`config.mk`:
```
export PLATFORM = sky130hd
export DESIGN_NAME = mem_arbiter_fsm
export DESIGN_NICKNAME = d
export VERILOG_FILES = /design/src/design/mem_subsys_pkg.sv /design/src/design/mem_arbiter_fsm.sv
export VERILOG_INCLUDE_DIRS = /design/src /design/src/design
export SDC_FILE = /design/constraint.sdc
export NUM_CORES = 1
export LEC_CHECK = 0
export ABC_AREA = 1
export BUFFER_PORTS_ARGS = -buffer_cell sky130_fd_sc_hd__clkbuf_2
export CORE_AREA = 2 2 120 122
export DETAILED_ROUTE_END_ITERATION = 10
export DIE_AREA = 0 0 122 124
export GPL_ROUTABILITY_DRIVEN = 1
export MAX_ROUTING_LAYER = met4
export PLACE_DENSITY = 0.68
export SYNTH_ARGS = -nofsm -noshare
export SYNTH_HDL_FRONTEND = slang
export SYNTH_SLANG_ARGS = --single-unit
```
`constraint.sdc`:
```
create_clock -name clk -period 7.7 [get_ports clk]
set_clock_uncertainty 0.2 [all_clocks]
set_input_delay 0.77 -clock clk [delete_from_list [all_inputs] [get_ports clk]]
set_output_delay 0.77 -clock clk [all_outputs]
set_load 0.005 [all_outputs]
```
`src/design/mem_subsys_settings.svh`:
```
`ifndef MEM_SUBSYS_SETTINGS_SVH
`define MEM_SUBSYS_SETTINGS_SVH

// Bits per word
`define MEM_WORD_WIDTH 32

// Words per block for 128 bit blocks
`define MEM_BLOCK_WORDS 4

// Blocks in main memory behind a 6 bit block address
`define MEM_N_BLOCKS 64

// Cycles from accepted request to response with a minimum of 2
`define MEM_LATENCY 4

`endif

```
`src/design/mem_subsys_pkg.sv`:
```
`default_nettype none

`include "mem_subsys_settings.svh"

package mem_subsys_pkg;

    // Block index into main memory
    typedef logic [$clog2(`MEM_N_BLOCKS)-1:0] block_addr_t;

    // Byte address of a store with the block bits above the byte offset
    typedef logic [$clog2(`MEM_N_BLOCKS) +
                   $clog2(`MEM_BLOCK_WORDS * `MEM_WORD_WIDTH / 8) - 1:0] addr_t;

    typedef enum logic {
        req_read,
        req_write
    } req_type_t;

    // Store widths for writethrough
    typedef enum logic [1:0] {
        width_byte,
        width_half,
        width_word
    } req_width_t;

    // Owner of the current access
    typedef enum logic {
        icache,
        dcache
    } cache_type_t;

    // One block seen as words or as bytes
    typedef union packed {
        logic [`MEM_BLOCK_WORDS-1:0][`MEM_WORD_WIDTH-1:0] words;
        logic [`MEM_BLOCK_WORDS*`MEM_WORD_WIDTH/8-1:0][7:0] bytes;
    } block_data_u;

endpackage

`default_nettype wire

```
`src/design/mem_arbiter_fsm.sv`:
```
`timescale 1ns/1ps
`default_nettype none

module mem_arbiter_fsm (
    input wire clk,
    input wire reset,

    // Icache request that only reads
    input wire icache_req_valid,
    input wire mem_subsys_pkg::block_addr_t icache_req_block_addr,

    // Dcache request
    input wire dcache_req_valid,
    input wire mem_subsys_pkg::req_type_t dcache_req_type,
    input wire mem_subsys_pkg::block_addr_t dcache_req_block_addr,
    input wire mem_subsys_pkg::block_data_u dcache_req_block_data, // Write data
    input wire mem_subsys_pkg::req_width_t dcache_req_width,       // Store width
    input wire mem_subsys_pkg::addr_t dcache_req_addr,             // Store byte address
    input wire dcache_req_writethrough,

    input wire done,                                               // Last access cycle

    output logic icache_req_ready,
    output logic dcache_req_ready,
    output logic icache_resp_valid,
    output logic dcache_resp_valid,

    // Latched request toward timer and memory
    output logic start,
    output mem_subsys_pkg::req_type_t mem_req_type,
    output mem_subsys_pkg::block_addr_t mem_req_block_addr,
    output mem_subsys_pkg::block_data_u mem_req_block_data,
    output mem_subsys_pkg::req_width_t mem_req_width,
    output mem_subsys_pkg::addr_t mem_req_addr,
    output logic mem_req_writethrough
);
    import mem_subsys_pkg::*;

    logic busy;                 // Low in idle, high while an access runs
    cache_type_t last_grant;    // Loser of the last tie wins the next one
    cache_type_t owner;         // Client of the running access
    logic pick_icache;
    logic pick_dcache;
    logic icache_acc;
    logic dcache_acc;

    // Tie break by last grant
    assign pick_icache = icache_req_valid && (!dcache_req_valid || last_grant == dcache);
    assign pick_dcache = dcache_req_valid && (!icache_req_valid || last_grant == icache);

    // Only the tie winner sees ready
    assign icache_req_ready = !busy && !pick_dcache;
    assign dcache_req_ready = !busy && !pick_icache;

    assign icache_acc = icache_req_valid && icache_req_ready;
    assign dcache_acc = dcache_req_valid && dcache_req_ready;

    // Response pulse steered to the owner
    assign icache_resp_valid = done && (owner == icache);
    assign dcache_resp_valid = done && (owner == dcache);

    always_ff @(posedge clk) begin
        if (reset) begin
            busy <= 1'b0;
            start <= 1'b0;
            last_grant <= icache;       // First tie goes to dcache
        end else begin
            start <= icache_acc || dcache_acc;  // One cycle after accept
            if (icache_acc || dcache_acc) begin
                busy <= 1'b1;
                last_grant <= icache_acc ? icache : dcache;
            end else if (done) begin
                busy <= 1'b0;                   // Ready again next cycle
            end
        end
    end

    // Granted request held for the whole access
    always_ff @(posedge clk) begin
        if (icache_acc) begin
            owner <= icache;
            mem_req_type <= req_read;           // Icache never writes
            mem_req_block_addr <= icache_req_block_addr;
            mem_req_writethrough <= 1'b0;
        end else if (dcache_acc) begin
            owner <= dcache;
            mem_req_type <= dcache_req_type;
            mem_req_block_addr <= dcache_req_block_addr;
            mem_req_block_data <= dcache_req_block_data;
            mem_req_width <= dcache_req_width;
            mem_req_addr <= dcache_req_addr;
            mem_req_writethrough <= dcache_req_writethrough;
        end
    end

    // One owner per response
    a_one_resp: assert property (@(posedge clk) disable iff (reset)
        !(icache_resp_valid && dcache_resp_valid))
        else $error("both resp_valid signals high");

    // Timer completion only inside an access
    a_no_idle_done: assert property (@(posedge clk) disable iff (reset)
        done |-> busy)
        else $error("done while idle");

    // Start follows an accept taken in idle
    a_start_from_idle: assert property (@(posedge clk) disable iff (reset)
        start |-> $past(!busy) && busy)
        else $error("start outside an idle accept");

endmodule

`default_nettype wire

```
After elaboration in Yosys (flattened, before gate mapping)
Cells that the tools add are included.
Cells by class
  multiplexer cells: 5
  reductions and logical operators: 19
  bitwise gates (word level): 3
Operators with widths (number)
  6-bit 2-to-1 mux: 2
  1-bit logical AND: 8
  1-bit zero test: 5
  2-bit nonzero test: 2
  1-bit logical OR: 3
  1-bit 2-to-1 mux: 3
  1-bit inverter: 3
  2-bit AND reduction: 1
Storage, ports and cells
  register bits: 152
  output and inout bits: 153
  logic and storage cells: 37

Longest topological paths before layout
Gate-level depths: netlist of the first run.
  depth after elaboration: 8
  mapped depth: 6
  gate-level depth less buffers: 6

Worst setup path after synthesis of the first run
OpenSTA, ideal clock, no wires.
  kind: input port to flip-flop
  from: in icache_req_valid
  to: reg mem_req_addr[0] (enable)
  setup time: 0.493 ns
  stages: 3
  arrival time: 3.727 ns
  slack: 3.279 ns
  data required time: 7.007 ns
  cells stage by stage: nand2_1 > nand3_2 > inv_1
Between the ends
  cells in the longest elaborated chain, start to end: 8
  elaborated cells between the ends (all ways): 12
  classes of those cells: 1 x bitwise; 11 x reduce/logical
Ends and longest elaborated chain
  start: declaration: RTL line mem_arbiter_fsm.sv:9  | input wire icache_req_valid,
  1-bit zero test: RTL line mem_arbiter_fsm.sv:49  | assign pick_dcache = dcache_req_valid && (!icache_req_valid || last_grant == icache);
  1-bit logical OR: RTL line mem_arbiter_fsm.sv:49
  1-bit logical AND: RTL line mem_arbiter_fsm.sv:49
  1-bit zero test: RTL line mem_arbiter_fsm.sv:52  | assign icache_req_ready = !busy && !pick_dcache;
  1-bit logical AND: RTL line mem_arbiter_fsm.sv:52
  1-bit logical AND: RTL line mem_arbiter_fsm.sv:55  | assign icache_acc = icache_req_valid && icache_req_ready;
  1-bit inverter (no source line)
  2-bit AND reduction (no source line) *
  end signal: assignment: RTL line mem_arbiter_fsm.sv:91  | mem_req_addr <= dcache_req_addr;
  end: declaration: RTL line mem_arbiter_fsm.sv:34  | output mem_subsys_pkg::addr_t mem_req_addr,
Every way passes the cells marked *; elsewhere a longest branch is shown, timed or not.
A chain may end at the register's enable or synchronous reset.

Worst setup path after layout of the first run
Same ends and word-level chain as after synthesis.

==> reports/qor.tcl, run 1 <==
set qor(result_of_the_run) {completed}
set qor(hold_violations) 0
set qor(power.static_leakage_uw) 0.00320
set qor(synth.top_cell.area_share_pct) 91.7
set qor(pwr-share-clk_pct) 40.3
set qor(critical-path-top-delay-family) {buffers and inverters}
set qor(fin_setup_tns_ns) 0
set qor(layout_min_cycle_time_ns) 2.70
set qor(cellInternalPower_uw) 1540
set qor(share_of_cells_above_drive_strength_1_pct) 65.0
set qor(horizontal_die_dimension_um) 122
set qor(p_seq_share_pct) 51.3
set qor(cell_type_with_the_highest_aggregate_area_in_the_netlist) {edfxtp_1}
set qor(gp_congestion) 0.794
set qor(yosys-top-cells-area) {edfxtp_1 92%, dfxtp_1 2.5%, nand2_1 1.3%, inv_1 1.2%, o21ai_2 1.1%}
set qor(sw_frac_of_total_pct) 21.7
set qor(synth_nets) 362
set qor(yosysUniqueCellTypes) 14
set qor(antennaDiodeCount) 0
set qor(drt_drc_violations_left) 0
set qor(hold_path.class) {flip-flop to flip-flop}
set qor(cts_tree) {done}
set qor(postLayoutSetupSlackWorst_ns) 5.00
set qor(routed-via-count) 2982
set qor(worst_pin_slew_ns) 0.891
set qor(placeableCoreArea_um2) 13700
set qor(crit_path_top_delay_cell) {buf_4}
set qor(maxCapViolations) 0
set qor(startpoint_type_of_the_worst_setup_path) {primary input}
set qor(period_share_pct) 35.0
set qor(clock_sink_count) 152
set qor(grt_overflow_total) 0
set qor(yosys_warnings) 0
set qor(cts.repair.resized) 0
set qor(io_pins) 312
set qor(placement.setup.worst_slack_ns) 4.52
set qor(grt_antenna_before_repair) 0
set qor(setup_violations) 0
set qor(critPathMaxFanout) 73
set qor(cts_buffers) 17
set qor(hpwlAfterDp_um) 8800
set qor(slew_viol_final) 0
set qor(ir_worst_vdd_mv) 0.121
set qor(drt_wl_total_um) 11300
set qor(p_comb_share_pct) 8.4
set qor(cts.reportedPaths.clkPinSlew_ns) 0.06
set qor(layout.cells.most_common) {clkbuf_2}
set qor(crit_buf_inv) 3
set qor(post_cts_setup_buffers) 0
set qor(mostFrequentLayoutCells) {311 x clkbuf_2, 146 x edfxtp_1, 17 x clkbuf_16}
set qor(detail-route-antenna-nets) 0
set qor(netlist_instances) 203
set qor(avgViaCountPerCell) 4.11
set qor(floorplan.die_area_um2) 15100
set qor(timing.critical_path.slowest_cell_delay_ns) 0.80
set qor(nNetsFinal) 692
set qor(wl_per_cell_um) 15.5
set qor(timing.critical_path.arrival_ns) 2.53
set qor(areaGrowthSynthToFinish_pct) 49.2
set qor(power_density_nw_per_um2) 277
set qor(critical_path_class) {primary input to flip-flop}
set qor(synth.cell_area_um2) 4780
set qor(path_cells) {clkbuf_2 -> nand2_1 -> nand3_2 -> inv_6 -> buf_4}
set qor(ctsRootBufferMaster) {clkbuf_16}
set qor(clock_path_buffers) 2
set qor(yosysSeqAreaShare_pct) 94.2
set qor(grt_usage_pct) 14.6
set qor(chipHeight_um) 124
set qor(clock.fmax_mhz) 371
set qor(end_kind) {flip-flop}
set qor(grt_max_degree) 74
set qor(grt_setup_unrepaired) {no}
set qor(critPathRequiredTime_ns) 7.53
set qor(timing.max_slew.rel_slack_pct) 40.6
set qor(maximum_level_of_the_cts_h_tree) 4
set qor(grt_pass1_vias) 2963
set qor(wire_length_of_the_first_global_routing_pass_um) 15400
set qor(cts_hold_repair.buffers) 0
set qor(num_rows) 43
set qor(worstSkewPairLatency_ns) 0.41
set qor(drtPass1Iterations) 4
set qor(detail_route.iter0.violations) 152
set qor(syn-mean-instance-area_um2) 23.6
set qor(net-switching-power_uw) 429
set qor(numPortBuffers) 311
set qor(starting_utilization_of_the_core_area_pct) 34.8
set qor(ys_seq_elements) 152
path summary, 6_finish.rpt:
kind	startpoint	end	slack, ns	depth (start not counted)
setup / recovery	icache_req_valid	mem_req_addr[0]	5.00	5
hold / removal	mem_req_type	mem_req_type	0.27	2
setup reg to reg	busy	mem_req_addr[0]	5.13	4
hold reg to reg	mem_req_type	mem_req_type	0.27	2
logic make-up after synthesis:
| family | Yosys count | synth area share, % |
|---|---|---|
| AO/OA/AOI/OAI | 10 | 1.52 |
| buffers and inverters | 17 | 1.67 |
| flip-flops | 152 | 94.2 |
| AND/OR/NAND/NOR | 24 | 2.59 |
cells in the mapped netlist:
cell        n
nand2_1    16
buf_12      1
inv_2       1
inv_1      15
o21ai_0     1
edfxtp_1  146
o21ai_2     6
nand2_2     2
nand3_4     1
nand3_2     2
nor2_1      1
dfxtp_1     6
a21oi_1     3
nand3_1     2
through the flow:
step / instance area (um2) / util, % / instances / power (uW) / hold WS, ns
4_1_cts: 7130 / 52.0 / 726 / 2000 / 0.267
6_report: 7130 / 52.0 / 726 / 1970 / 0.266
5_1_grt: 7130 / 52.0 / 726 / 2050 / 0.303
2_1_floorplan: 4780 / - / 203 / 1090 / 0.253
3_5_place_dp: 6560 / 47.8 / 694 / 1200 / 0.258
3_3_place_gp: 6560 / 47.8 / 694 / 1190 / 0.260
state kept, by name (all words and copies together), names as in the netlist:
signal	cells
mem_req_block_addr	6
mem_req_width	2
busy	1
mem_req_addr	10
mem_req_type	1
last_grant	1
mem_req_writethrough	1
start	1
mem_req_block_data	128
owner	1
worst register-to-register path: cells and delay by family (launching register included):
family                 cells  cell delay, ns
buffers and inverters      3            1.38
and+or+nand+nor            1            0.20
DFF                        1            0.35
area by class of cell:
cell class | count | area (um2)
Clock buffer | 17 | 425
Timing Repair Buffer | 312 | 1560
Tap cell | 180 | 225
Multi-Input combinational cell | 34 | 196
Sequential cell | 152 | 4500
Inverter | 16 | 65.1
Clock inverter | 15 | 153
Fill cell | 1171 | 6590
power groups by stage:
stage	clock network, uW	registers (uW)	logic, uW
floorplan	0	1040	42.6
global placement	0	1030	166
detailed placement	0	1030	169
CTS	814	1010	169
global route	849	1020	184
finish	795	1010	165
per-layer routing:
metal / GRT usage, % / share of wire [%]
met3: 4.85 / 7.6
met2: 24.2 / 52
met4: 7.40 / 2.6
met5: - / 0
met1: 15.6 / 38
Power figures use the tool's default switching activity.
==> inputs of run 2 (changes only) <==
==> constraint.sdc (replaced) <==
create_clock -name clk -period 2.8 [get_ports clk]
set_clock_uncertainty 0.2 [all_clocks]
set_input_delay 0.28 -clock clk [delete_from_list [all_inputs] [get_ports clk]]
set_output_delay 0.28 -clock clk [all_outputs]
set_load 0.005 [all_outputs]
==> run 2 against run 1 <==
- the run now fails in 4_1_cts
- area after synthesis stayed put
- synthesized cell count stayed put
==> reports/qor.tcl, run 2 <==
set qor(syn-mean-instance-area_um2) 23.6 ;# unchanged
set qor(gp_congestion) 0.849 ;# +6.9%
set qor(yosys_warnings) 0 ;# unchanged
set qor(stop_stage) {4_1_cts}
set qor(clock_sink_count) 152 ;# unchanged
set qor(ctsRootBufferMaster) {clkbuf_16}
set qor(ys_seq_elements) 152 ;# unchanged
set qor(synth.most_common_cell) {edfxtp_1}
set qor(numPortBuffers) 311 ;# unchanged
set qor(io_pins) 312 ;# unchanged
set qor(synth_enable_flop_cells) 146 ;# unchanged
set qor(yosysUniqueCellTypes) 14 ;# unchanged
set qor(post_cts_setup_buffers) 0 ;# unchanged
set qor(result_of_the_run) {aborted with a tool error}
set qor(synth.top_cell.area_share_pct) 91.7 ;# unchanged
set qor(yosys-top-cells-area) {edfxtp_1 92%, dfxtp_1 2.5%, nand2_1 1.3%, inv_1 1.2%, o21ai_2 1.1%}
set qor(synth_nets) 362 ;# unchanged
set qor(starting_utilization_of_the_core_area_pct) 34.8 ;# unchanged
set qor(clock_path_buffers) 2 ;# unchanged
set qor(ys_async_sr_fraction_pct) 0 ;# unchanged
set qor(cts_hold_repair.buffers) 147 ;# +147
set qor(flow.first_error) {[ERROR RSZ-0060] Max buffer count reached.}
set qor(synth.cell_area_um2) 4780 ;# unchanged
set qor(yosysSeqAreaShare_pct) 94.2 ;# unchanged
set qor(num_rows) 43 ;# unchanged
set qor(hpwlAfterDp_um) 9320 ;# +5.9%
set qor(chipHeight_um) 124 ;# unchanged
set qor(maximum_level_of_the_cts_h_tree) 4 ;# unchanged
set qor(ys_top_cells_by_count) {146 x edfxtp_1, 16 x nand2_1, 15 x inv_1}
set qor(cell_type_with_the_highest_aggregate_area_in_the_netlist) {edfxtp_1}
set qor(netlist_instances) 203 ;# unchanged
set qor(ys.flop_type) {edfxtp_1}
set qor(cts_buffers) 17 ;# unchanged
set qor(horizontal_die_dimension_um) 122 ;# unchanged
set qor(cts.repair.resized) 0 ;# unchanged
[run 2: cell families after synthesis]
family	count (synthesis)	synth area share, %
AO/OA/AOI/OAI	10	1.52
buffers and inverters	17	1.67
flip-flops	152	94.2
AND/OR/NAND/NOR	24	2.59
[run 2: through the flow]
step	hold slack [ns]	instance area [um2]	TNS (ns)	std cells	setup WS [ns]
detailed placement	0.255	6600	0	695	0.776
global placement	0.252	6600	0	695	0.816
floorplan	0.142	4800	-55.52	203	-0.395
==> inputs of run 3 (changes only) <==
--- a/config.mk
+++ b/config.mk
@@ -8,12 +8,11 @@
 export LEC_CHECK = 0
 export ABC_AREA = 1
 export BUFFER_PORTS_ARGS = -buffer_cell sky130_fd_sc_hd__clkbuf_2
-export CORE_AREA = 2 2 120 122
+export CORE_AREA = 2 2 119 121
 export DETAILED_ROUTE_END_ITERATION = 10
-export DIE_AREA = 0 0 122 124
+export DIE_AREA = 0 0 121 123
 export GPL_ROUTABILITY_DRIVEN = 1
-export MAX_ROUTING_LAYER = met4
-export PLACE_DENSITY = 0.68
+export PLACE_DENSITY_LB_ADDON = 0.15
 export SYNTH_ARGS = -nofsm -noshare
 export SYNTH_HDL_FRONTEND = slang
 export SYNTH_SLANG_ARGS = --single-unit
==> run 3 against run 2 <==
- the run again fails in 4_1_cts
- synthesized cell count unchanged
- area after synthesis unchanged
==> reports/qor.tcl, run 3 <==
set qor(post_cts_setup_buffers) 0 ;# unchanged
set qor(result_of_the_run) {aborted with a tool error}
set qor(maximum_level_of_the_cts_h_tree) 4 ;# unchanged
set qor(cts.repair.resized) 0 ;# unchanged
set qor(starting_utilization_of_the_core_area_pct) 35.1 ;# +0.28 points
set qor(synth.cell_area_um2) 4780 ;# unchanged
set qor(ys_seq_elements) 152 ;# unchanged
set qor(stop_stage) {4_1_cts}
set qor(synth_nets) 362 ;# unchanged
set qor(ys.flop_type) {edfxtp_1}
set qor(numPlacedInstances) 695 ;# unchanged
set qor(yosysUniqueCellTypes) 14 ;# unchanged
set qor(placement.setup.worst_slack_ns) 0.852 ;# +0.0763 ns
set qor(synth_enable_flop_cells) 146 ;# unchanged
set qor(clock_path_buffers) 2 ;# unchanged
set qor(horizontal_die_dimension_um) 121 ;# -0.82%
set qor(cts_buffers) 17 ;# unchanged
set qor(cts_hold_repair.buffers) 147 ;# unchanged
set qor(gp_congestion) 0.750 ;# -12%
set qor(syn-mean-instance-area_um2) 23.6 ;# unchanged
set qor(chipHeight_um) 123 ;# -0.81%
set qor(ys_top_cells_by_count) {146 x edfxtp_1, 16 x nand2_1, 15 x inv_1}
set qor(yosys-top-cells-area) {edfxtp_1 92%, dfxtp_1 2.5%, nand2_1 1.3%, inv_1 1.2%, o21ai_2 1.1%}
set qor(synth.top_cell.area_share_pct) 91.7 ;# unchanged
set qor(ys_async_sr_fraction_pct) 0 ;# unchanged
set qor(flow.first_error) {[ERROR RSZ-0060] Max buffer count reached.}
set qor(yosys_warnings) 0 ;# unchanged
set qor(io_pins) 312 ;# unchanged
set qor(netlist_instances) 203 ;# unchanged
set qor(clock_sink_count) 152 ;# unchanged
set qor(yosysSeqAreaShare_pct) 94.2 ;# unchanged
set qor(synth.most_common_cell) {edfxtp_1}
set qor(ctsRootBufferMaster) {clkbuf_16}
set qor(hpwlAfterDp_um) 8760 ;# -5.9%
set qor(cell_type_with_the_highest_aggregate_area_in_the_netlist) {edfxtp_1}
set qor(num_rows) 43 ;# unchanged
set qor(numPortBuffers) 311 ;# unchanged
[run 3: cell families after synthesis]
kind of cell / Yosys count / synth area share, %
AOI/OAI and AO/OA: 10 / 1.52
DFF: 152 / 94.2
and+or+nand+nor: 24 / 2.59
buffers and inverters: 17 / 1.67
[run 3: metrics by stage]
step / instance area (um2) / utilization (%)
3_5_place_dp: 6590 / 48.4
3_3_place_gp: 6590 / 48.4
2_1_floorplan: 4800 / -
